`src/rtl/zmem_pkg.sv`:
```
package zmem_pkg;

	// bus and address widths
	localparam int za_w    = 16; // z80 address bus
	localparam int page_w  = 8;  // page number per 16k window
	localparam int dram_aw = 21; // page + za[13:1]

	// z80 clock rate
	typedef enum logic [1:0] {
		turbo_35,
		turbo_7,
		turbo_14
	} turbo_t;

	// kind of the z80 memory cycle, decoded from the bus strobes
	typedef enum logic [1:0] {
		acc_none,  // no cycle or refresh
		acc_fetch, // m1 opcode fetch
		acc_read,
		acc_write
	} access_t;

	// request and stall sequencer
	typedef enum logic [1:0] {
		st_idle,
		st_wait_slot, // 14 mhz, waiting for accept
		st_finish,    // read data on its way
		st_slow_wait  // 7/3.5 mhz, waiting for accept
	} stall_state_t;

endpackage

```
`src/rtl/zmem_rdcache.sv`:
```
`timescale 1ns/1ps

module zmem_rdcache (
	input  logic                      fclk,
	input  logic                      rst_n,
	input  logic [zmem_pkg::za_w-1:0] za,
	input  zmem_pkg::access_t         access,
	input  logic                      romnram,
	input  logic                      iorq_n,
	input  logic                      zpos,
	input  logic                      zneg,
	input  logic                      mreq_first, // first zneg of a mem cycle
	input  logic                      strobe,
	input  logic [15:0]               rddata,
	output logic                      cache_hit,
	output logic [7:0]                zd_out,
	output logic                      zd_ena
);

	logic [15:0] rd_buf;      // last word from dram
	logic [15:1] cached_addr;
	logic        valid;
	logic        io_r;        // iorq seen at last zclk edge
	logic        io_new;
	logic        flush;

	assign io_new = !iorq_n && !io_r && (zpos || zneg);
	assign flush  = (mreq_first && (romnram || access == zmem_pkg::acc_write)) || io_new;

	assign cache_hit = valid && (cached_addr == za[15:1]);
	assign zd_out    = za[0] ? rd_buf[7:0] : rd_buf[15:8];
	assign zd_ena    = !romnram &&
		(access == zmem_pkg::acc_read || access == zmem_pkg::acc_fetch);

	always_ff @(posedge fclk or negedge rst_n)
	begin
		if (!rst_n)
		begin
			valid <= 1'b0;
			io_r  <= 1'b0;
		end
		else
		begin
			if (zpos || zneg)
				io_r <= !iorq_n;
			if (flush)
				valid <= 1'b0; // flush wins over a late strobe
			else if (strobe)
				valid <= 1'b1;
		end
	end

	always_ff @(posedge fclk)
	begin
		if (strobe)
		begin
			rd_buf      <= rddata;
			cached_addr <= za[15:1]; // z80 is stalled, za still valid
		end
	end

endmodule

```
`config.mk`:
```
export PLATFORM = sky130hd
export DESIGN_NAME = zmem_rdcache
export DESIGN_NICKNAME = d
export VERILOG_FILES = /design/src/rtl/zmem_pkg.sv /design/src/rtl/zmem_rdcache.sv
export SDC_FILE = /design/constraint.sdc
export NUM_CORES = 1
export LEC_CHECK = 0
export BUFFER_PORTS_ARGS = -buffer_cell sky130_fd_sc_hd__buf_4
export CAP_MARGIN = 10
export CORE_MARGIN = 4
export CORE_UTILIZATION = 50
export DETAILED_ROUTE_END_ITERATION = 8
export HOLD_SLACK_MARGIN = 0.12
export PLACE_DENSITY_LB_ADDON = 0.12
export REMOVE_ABC_BUFFERS = 1
export SYNTH_ARGS = -nofsm -noshare
export SYNTH_HDL_FRONTEND = slang
export SYNTH_SLANG_ARGS = --single-unit
```
`constraint.sdc`:
```
create_clock -name fclk -period 1.7 [get_ports fclk]
set_input_delay 0 -clock fclk [delete_from_list [all_inputs] [get_ports fclk]]
set_output_delay 0 -clock fclk [all_outputs]
set_load 0.005 [all_outputs]
```
# Yosys cells after proc, flatten, opt, wreduce, memory -nomap -nowiden

Cells that the tools add are included.

Output and inout port bits: 10
Register bits after elaboration: 33
Bits of input ports: 42
Logic and storage cells: 24

Reduce and logical (&&, ||, !) cells: 13
Mux-type cells: 3
Equality and inequality tests: 4

Operators by type and width:

| operator                                                              | count |
|---|---|
| 15-bit equality test                                                  | 1 |
| 8-bit two-way mux                                                     | 1 |
| 1-bit logical AND                                                     | 5 |
| 2-bit equality test, second input constant                            | 2 |
| 1-bit logical OR                                                      | 4 |
| 1-bit logical NOT                                                     | 3 |
| 2-bit by 1-bit equality test with 1-bit output, second input constant | 1 |
| 1-bit two-way mux                                                     | 2 |
| 2-bit nonzero test                                                    | 1 |

# Logic depth before layout (Yosys ltp)

Word-level depth: 5
Gate-level depth with buffers: 4
Gate-level depth less buffers: 4

# Worst setup path after synthesis

OpenSTA, ideal clock, no wires.

Path kind: flip-flop to output port
Start point: register cached_addr[1] in the netlist's numbering
End point: output port cache_hit
Stages on the path, launching flop included: 4
Setup slack: 801 ps
Buffers on the path: 0
Required time: 1700 ps
Data arrival time: 899 ps
Cell sequence: edfxtp_1 -> xnor2_1 -> nand4_1 -> nor4_2

Longest elaborated chain between the ends: 2

Ends and longest elaborated chain:

| what                   | RTL line           | text |
|---|---|---|
| from (decl)            | zmem_rdcache.sv:21 | `logic [15:1] cached_addr;` |
| from (signal assigned) | zmem_rdcache.sv:58 | `cached_addr <= za[15:1];` |
| 15-bit equality test   | zmem_rdcache.sv:30 | `assign cache_hit = valid && (cached_addr == za[15:1]);` |
| 1-bit logical AND      | zmem_rdcache.sv:30 |  |
| to (decl)              | zmem_rdcache.sv:15 | `output logic cache_hit,` |

No other way between the ends.

# Worst setup path after layout

Start point: register cached_addr[14] in the netlist's numbering
End point: output port cache_hit

The elaborated chain is that of the path after synthesis.

==> run metrics <==
YS warnings=0; die area=3470 um2; dpl cells=151; DR iter-0 viols=22; Critical Path, Cell by Cell=xnor2_1 > nand4_1 > nor4_2 > buf_4; routed len/inst=16.7 um; mapped cell area=1290 um2; H-tree levels=2; Avg Inst Size Synth=18.2 um2; Final period util=89.7%; highest-delay cell along the critical path=edfxtp_1; clock root cell=clkbuf_4; first-pass GRT wire length=5.10 mm; routed vias=981; CP startpoint kind=register; clock buffer depth=2; Cell variety after synth=13; Post-Synthesis Cells=71; Clock transition at path regs=0.10 ns; Finished Layout Cells=199; Max Freq=656 MHz; Worst Path Required=1.70 ns; worst setup path class=reg2out; GRT overflow=0; post-synth top area cell=edfxtp_1; outcome=completed; Site Rows=18; PD cells=777 nW/um2; Total Wirelength=3.32 mm; met2 Track Usage GR=40.7%; routed vias/inst=4.93; ratio of cells with drive above 1 in the final layout=39.1%; Starting Density=52.3%; GRT busiest layer=met2; most frequent cells in the layout=buf_4, dlygate4sd3_1, edfxtp_1; WHS=0.275 ns; Max Cap Viol=0; type of the worst min-delay path=in2out; final hold vios=0; initial antenna violation count=0; Total Neg Setup Slack=0 ns; total CTS buffers=5; Crit. End Element=primary output; Core ar.=2480 um2; die width=58.9 um; # IOs=52; Synth Register Bits=33; RSZ-0062 raised after global routing=no; worst vdd ir=0.804 mV; grt met3 use=6.80%; TritonCTS Sinks=33; sequential area share after synthesis=75.7%; Setup Viol. Count Final=0; DRC=0; Routed Antenna Nets=0; Final nets=211; ANT cells=0; Clock Latency Late Sink=0.32 ns; CTS tree=yes; largest net degree at the start of global routing=33; Overall Global Routing Usage=21.2%; Static Leak=0.856 nW; Final Util=87.2%; met1 Usage GRT=18.7%; delay-heaviest family, CP=simple AND/OR/NAND/NOR gates; most common cell after layout, fill and taps aside=buf_4; Max-slew headroom=73.8%; Synth top area share=71.9%; Port Buffers=51; Clock Skew=0.000128 ns; max incr delay on CP=0.41 ns; WP buf/inv=1; Crit Path Max Fanout=1; Area Overhead vs Synth=66.9%; Worst-Margin Slew=0.393 ns; crit path DAT=1.53 ns; Post-Place Setup Slack=0.618 ns; crit path time final=1.53 ns; final setup margin=0.175 ns; GP Congestion=0.623; ranking of synthesized cells by area=edfxtp_1, xnor2_1, mux2_2, dfrtp_1, nand4_1; Slew Limit Fails=0; DIE HEIGHT=58.9 um; vias in the first global route=1114; first drt pass iteration count=4
[worst min-delay path, stage by stage]
cell     delay [ns]
buf_4          0.09
nor2b_1        0.05
buf_4          0.14
[through the flow]
stage          total power, mW  instance area [um2]
6_report                  1.68                 2160
5_1_grt                   1.76                 2160
4_1_cts                   1.69                 2160
3_5_place_dp              1.22                 1710
3_3_place_gp              1.20                 1710
2_1_floorplan             1.07                 1290
[per-layer routing]
layer / up-vias / wire length, um
li1: 461 / -
met1: 466 / 1100
met2: 41 / 1890
met3: 13 / 187
met4: 0 / 136
met5: - / 0
[final cells by class]
| type | instances | area [um2] |
|---|---|---|
| clock inverter | 3 | 12.5 |
| multi-input combinational | 37 | 309 |
| sequential | 33 | 981 |
| tap | 30 | 37.5 |
| clock buffer | 5 | 37.5 |
| fill | 109 | 317 |
| timing repair buffer | 91 | 783 |
[what timing repair did]
item / CTS / global route
hold buffers: 40 / 0
resized for setup: 0 / 0
setup buffers: 0 / 0
hold endpoints to repair: 66 / 0
[kinds of logic (layout without fill, tap and decap cells)]
| group | after synthesis | after routing | share of synthesized area (%) |
|---|---|---|---|
| flip-flops | 33 | 33 | 75.7 |
| multiplexers | 8 | 8 | 6.96 |
| AND/OR/NAND/NOR | 10 | 10 | 4.64 |
| buffers and inverters | 1 | 99 | 0.386 |
| adder cells (fa/ha/maj) | 1 | 1 | 0.966 |
| AO/OA/AOI/OAI | 3 | 3 | 1.16 |
| XOR/XNOR | 15 | 15 | 10.1 |
[synthesized netlist by cell type]
library cell,number
nor4_2,1
dfrtp_1,2
nor2_1,2
o21ai_0,3
edfxtp_1,31
nor2b_1,1
nor3_1,1
ha_1,1
nand4_1,4
nand2_1,1
mux2_2,8
xnor2_1,15
buf_2,1
[sequential cells by signal (all words and copies together), names as in the netlist]
register	flops
cached_addr	15
io_r	1
rd_buf	16
valid	1
[power by group]
part	leakage (nW)	internal [mW]	switching, mW
clock	0.0300	0.149	0.245
combinational	0.498	0.198	0.101
sequential	0.328	0.960	0.0245
total	0.856	1.31	0.371
[path summary, 6_finish.rpt]
path                                           start                end  slack (ns)  depth (start not counted)
setup / recovery           cached_addr[14]$_DFFE_PP_          cache_hit        0.17                          4
hold / removal                               romnram             zd_ena        0.27                          3
setup reg to reg                    io_r$_DFFE_PN0P_   io_r$_DFFE_PN0P_        0.46                          3
hold reg to reg                     io_r$_DFFE_PN0P_  valid$_DFFE_PN0P_        0.64                          2
max in group asynchronous                      rst_n  valid$_DFFE_PN0P_        1.01                          3
min in group asynchronous                      rst_n   io_r$_DFFE_PN0P_        0.56                          3
Power figures use the tool's default switching activity.
