File: config.mk
export PLATFORM = sky130hd
export DESIGN_NAME = zclk_phase_timer
export DESIGN_NICKNAME = d
export VERILOG_FILES = /design/src/rtl/zmem_pkg.sv /design/src/rtl/zclk_phase_timer.sv
export SDC_FILE = /design/constraint.sdc
export NUM_CORES = 1
export LEC_CHECK = 0
export ABC_CLOCK_PERIOD_IN_PS = 2070
export BUFFER_PORTS_ARGS = -buffer_cell sky130_fd_sc_hd__buf_4
export CORE_AREA = 5 5 42 44
export CTS_CLUSTER_DIAMETER = 80
export DETAILED_ROUTE_END_ITERATION = 8
export DIE_AREA = 0 0 47 49
export SLEW_MARGIN = 20
export SYNTH_ARGS = -nofsm -noshare
export SYNTH_HDL_FRONTEND = slang
export SYNTH_SLANG_ARGS = --single-unit
File: constraint.sdc
create_clock -name fclk -period 2.07 [get_ports fclk]
set_input_delay 0.1035 -clock fclk [delete_from_list [all_inputs] [get_ports fclk]]
set_output_delay 0.1035 -clock fclk [all_outputs]
set_load 0.005 [all_outputs]
File: src/rtl/zmem_pkg.sv
package zmem_pkg;

	// bus and address widths
	localparam int za_w    = 16; // z80 address bus
	localparam int page_w  = 8;  // page number per 16k window
	localparam int dram_aw = 21; // page + za[13:1]

	// z80 clock rate
	typedef enum logic [1:0] {
		turbo_35,
		turbo_7,
		turbo_14
	} turbo_t;

	// kind of the z80 memory cycle, decoded from the bus strobes
	typedef enum logic [1:0] {
		acc_none,  // no cycle or refresh
		acc_fetch, // m1 opcode fetch
		acc_read,
		acc_write
	} access_t;

	// request and stall sequencer
	typedef enum logic [1:0] {
		st_idle,
		st_wait_slot, // 14 mhz, waiting for accept
		st_finish,    // read data on its way
		st_slow_wait  // 7/3.5 mhz, waiting for accept
	} stall_state_t;

endpackage

File: src/rtl/zclk_phase_timer.sv
`timescale 1ns/1ps

module zclk_phase_timer (
	input  logic             fclk,
	input  logic             rst_n,
	input  zmem_pkg::turbo_t turbo,
	input  logic             stall,
	output logic             c0,
	output logic             c2,
	output logic             c4,
	output logic             c6,
	output logic             zpos, // zclk rises after this cycle
	output logic             zneg, // zclk falls after this cycle
	output logic             zclk
);

	logic [2:0] phase; // dram cycle phase, free running
	logic [2:0] zcnt;  // half period divider
	logic [2:0] zterm;
	logic       ztc;

	always_comb
	begin
		case (turbo)
			zmem_pkg::turbo_14: zterm = 3'd1; // 4 fclk period
			zmem_pkg::turbo_7:  zterm = 3'd3; // 8 fclk
			default:            zterm = 3'd7; // 16 fclk
		endcase
	end

	assign ztc  = (zcnt >= zterm) && !stall; // frozen while stalled
	assign zpos = ztc && !zclk;
	assign zneg = ztc && zclk;

	assign c0 = (phase == 3'd0);
	assign c2 = (phase == 3'd2);
	assign c4 = (phase == 3'd4);
	assign c6 = (phase == 3'd6);

	always_ff @(posedge fclk or negedge rst_n)
	begin
		if (!rst_n)
		begin
			phase <= 3'd0;
			zcnt  <= 3'd0;
			zclk  <= 1'b0;
		end
		else
		begin
			phase <= phase + 3'd1;
			if (ztc)
			begin
				zcnt <= 3'd0;
				zclk <= !zclk; // edge announced by zpos/zneg
			end
			else if (!stall)
				zcnt <= zcnt + 3'd1;
		end
	end

endmodule

======== Word-level counts from Yosys, hierarchy flattened ========
Cells that the tools add are included.
W data, S select, Z words.
storage, ports and cells
  word-level logic and storage cells ...... 21
  input bits .............................. 5
  output and inout bits ................... 7
  bits in registers ....................... 7
operators by class
  equality and inequality tests ........... 6
  reduce and logical (&&, ||, !) cells .... 6
  $add $sub $neg .......................... 2
  magnitude comparators ................... 1
  muxes and demuxes ....................... 3
operator list
  operator               number
  $add A3 B1 Y3 const B  2
  $eq A3 B3 Y1 const B   2
  $mux W3                2
  $pmux W3 S2            1
  $eq A3 B2 Y1 const B   1
  $ge A3 B3 Y1           1
  $logic_and A1 B1 Y1    3
  $logic_not A3 Y1       1
  $eq A2 B1 Y1 const B   1
  $eq A2 B2 Y1 const B   1
  $logic_not A1 Y1       2
  $ne A2 B1 Y1 const B   1

======== Longest topological paths before layout ========
  depth after elaboration ................. 5
  gate-level depth with buffers ........... 7
  gate-level depth less buffers ........... 7

======== Worst setup path before layout ========
No wires, ideal clock.
  path kind ............................... reg-to-output
  start point ............................. register zcnt[1]
  end point ............................... output port zneg
  slack ................................... 0.747 ns
  cell stages (with the launch flop) ...... 5
  arrival time ............................ 1.219 ns
  required time ........................... 1.966 ns
  path buffers ............................ 0
  path through ............................ dfrtp_1 > ha_1 > a211oi_2 > nor3_2 > and2_2
on the way
  cells in the longest elaborated chain, start to end .. 3
ends and longest elaborated chain
  item                      line                    text
  start: declaration        zclk_phase_timer.sv:18  logic [2:0] zcnt;
  start signal: assignment  zclk_phase_timer.sv:57  zcnt <= zcnt + 3'd1;
  $ge A3 B3 Y1              zclk_phase_timer.sv:31  assign ztc = (zcnt >= zterm) && !stall;
  $logic_and A1 B1 Y1       zclk_phase_timer.sv:31
  $logic_and A1 B1 Y1       zclk_phase_timer.sv:33  assign zneg = ztc && zclk;
  end: declaration          zclk_phase_timer.sv:13  output logic zneg,
Every way passes these cells.

======== Worst setup path in the final report ========
Same ends and word-level chain as after synthesis.

==> results.md <==
* Routed Antenna Nets at 0
* Reg-to-reg slack, setup at between 0.7 and 0.8 ns
* Fin nets at between 60 and 70
* Pwr dens at just over 900 nW/um^2
* Total global-route track usage at 0.07021
* Cell Area, Placed at approximately 500 um^2
* Initial antenna violation count at 0
* Fin area at approximately 550 um^2
* Critical Path Max Stage Delay at roughly 0.39 ns
* Gr ovfl total at 0
* Fill count at roughly 140
* Layout Cells excl Fill at just under 70
* Depth of the worst hold-timing path at 2
* CP endpoint kind: primary output
* Root buf cell: clkbuf_4
* Hold-fix buffers, CTS at 1
* Post-Synth XOR/XNOR Area at 0.06402
* Adder-cell share of the synthesized area at 0.2134
* Synth Net Count at 48
* CTS resizes at 0
* Slew headroom at 0.7231
* Synth Area in Compound Gates at 0.07317
* Yosys reg bits at 7
* Unique masters post-synth at 15
* Die area at 2303 um^2
* Largest net degree at the start of global routing at 8
* Seq/Total Area, Yosys at 0.4268
* Fin Setup TNS at 0 ns
* Iteration count of the initial detailed-routing pass at 2
* Post-CTS Setup Inserts at 0
* Dpl hpwl at 537.3 um
* Cells after Synth at 36
* Critical path's slowest cell: dfrtp_1
* Final Setup Violations at 0
* Min-delay src: stall
* FFs w/ async S/R, synth at 1.000
* Synth warnings at 0
* Row Count at 14
* Residual DRC at 0
* Register clock-pin slew on the reported worst setup and hold paths at roughly 0.050 ns
* WP buf/inv at 1
* EDFF count, synth at 0
* Post-Synth Simple-Gate Area at 0.1616
* Htree depth at 1
* Vias at between 200 and 300
* Crit path time final at between 1.5 and 2 ns
* Port Buf Inserts at 11
* Reg2Reg Depth at 3
* Count of max-cap constraint violations at 0
* Drt wl/cell at about 10 um
* Req. time, crit path at ~2.0 ns
* Yosys top cell by area: dfrtp_1
* Clock latency at the later pin of the worst-skew pair at 0.24 ns
* CP Class: reg -> out
* Slew at the pin closest to its max-slew limit at about 0.4 ns
* Final max-slew violation count at 0
* FF-to-FF End: zcnt[0]$_DFFE_PN0P_
* Clock Skew at around 0.0018 ns
* Status: complete, no violations
* RR Startpoint: zcnt[2]$_DFFE_PN0P_
* Top-area cell type share of the netlist area at 0.4268
* Leakage at slightly above 0.3 nW
* CTS tree: built
* RSZ-0062 raised after global routing: no
* Area Growth Syn to Fin at 33.84%
* DRT iter0 DRCs at 2
* Worst min path class: in -> reg
* Initial Utilization at 0.2929
* Critical Path Source Type: register
* Fmax at around 570 MHz
* Average size of a mapped cell at between 10 and 15 um^2
* Crit Path Max Fanout at 4
* Crit-path leading delay family: flip-flops
* Core area at about 1400 um^2
* Total power at 0.5030 mW
* Via density at 4.206
* Ys flop type: dfrtp_1
* Routability Congestion at 0.7611
* Final Hold Viols at 0
* Max VDD drop at 0.6083 mV
* First-pass GRT wire length at roughly 1200 um
* Largest family of logic cells by synthesized area: adder cells
* ANT cells at 0
* Mux cell area share after synthesis at 0.02439
* Share of layout cells above drive strength 1 at 0.3462
* CTS Buf Count at 3
* Worst EP arrival at about 1.6 ns
* Final period util at 0.8447
* # IOs at 12
* Clock Path Buffers at 2
* Die H at between 40 and 50 um
* Syn Std Cell Area at approximately 400 um^2
* Placed Cells at 63
* Die extent in x at roughly 47 um
* Synth top area cells: dfrtp_1 43%, ha_1 21%, nor2b_1 4.6%
* CTS Sinks at 7
* Final wirelength at 680 um
* Top cells by count, synth: 7 x dfrtp_1, 7 x ha_1, 4 x inv_1
* WHS Endpoint: zcnt[0]$_DFFE_PN0P_
* Vias in the first global route at approximately 290
* Ordered list of cells on the worst path: ha_1, a211oi_2, nor3_2, and2_2, buf_4
## cell type report
cell class / count / area, um^2 / area share
Multi-Input combinational cell: 25 / 220.2 / 0.4009
Sequential cell: 7 / 175.2 / 0.3189
Timing Repair Buffer: 12 / 92.59 / 0.1686
Clock buffer: 4 / 26.28 / 0.04784
Tap cell: 16 / 20.02 / 0.03645
Inverter: 4 / 15.01 / 0.02733
## kinds of logic after synthesis
| family | count (synthesis) |
|---|---|
| and+or+nand+nor | 11 |
| adders and majority gates | 7 |
| DFF | 7 |
| buffers and inverters | 4 |
| AOI/OAI and AO/OA | 3 |
| xor gates and xnor gates | 3 |
| muxes | 1 |
## power by group
part | internal [mW] | switching, mW
sequential | 0.174 | 0.0337
clock | 0.0734 | 0.0476
combinational | 0.0952 | 0.0791
## sequential cells by signal, indices dropped and copies added (netlist names)
register  flops
zclk          1
zcnt          3
phase         3
## worst max path at each step
stage	endpoint	cells past startpoint	start
after floorplan	zneg	4	zcnt[1]$_DFFE_PN0P_
after global placement	zneg	8	turbo[1]
after detailed placement	zneg	8	turbo[1]
after CTS	zneg	5	zcnt[1]$_DFFE_PN0P_
after global routing	zneg	5	zcnt[1]$_DFFE_PN0P_
final	zneg	5	zcnt[1]$_DFFE_PN0P_
## metrics by stage
stage	hold WS, ns	utilization	worst slack, ns
2_1_floorplan	-0.1921	-	0.7471
3_3_place_gp	-0.07873	0.3661	0.5809
3_5_place_dp	-0.08030	0.3661	0.5722
4_1_cts	0.1302	0.3920	0.3040
5_1_grt	0.1314	0.3920	0.2431
6_report	0.1347	0.3920	0.3215
## cells in the final DEF (no fill, tap or decap), drive strengths merged
cell,instances
a2111oi,1
a211oi,1
a21o,1
and2,3
buf,11
clkbuf,4
dfrtp,7
dlygate4sd3,1
ha,7
inv,4
mux2i,1
nor2,3
nor2b,3
nor3,1
nor4,1
xnor2,1
xor2,2
## metal layers
layer / vias to the layer above / routed length (um) / GRT usage
li1: 154 / - / -
met1: 126 / 344 / 0.1011
met2: 6 / 295 / 0.08145
met3: 0 / 40 / 0.01107
met4: 0 / 0 / 0.06912
met5: - / 0 / 0
(Power assumes the default switching activity.)
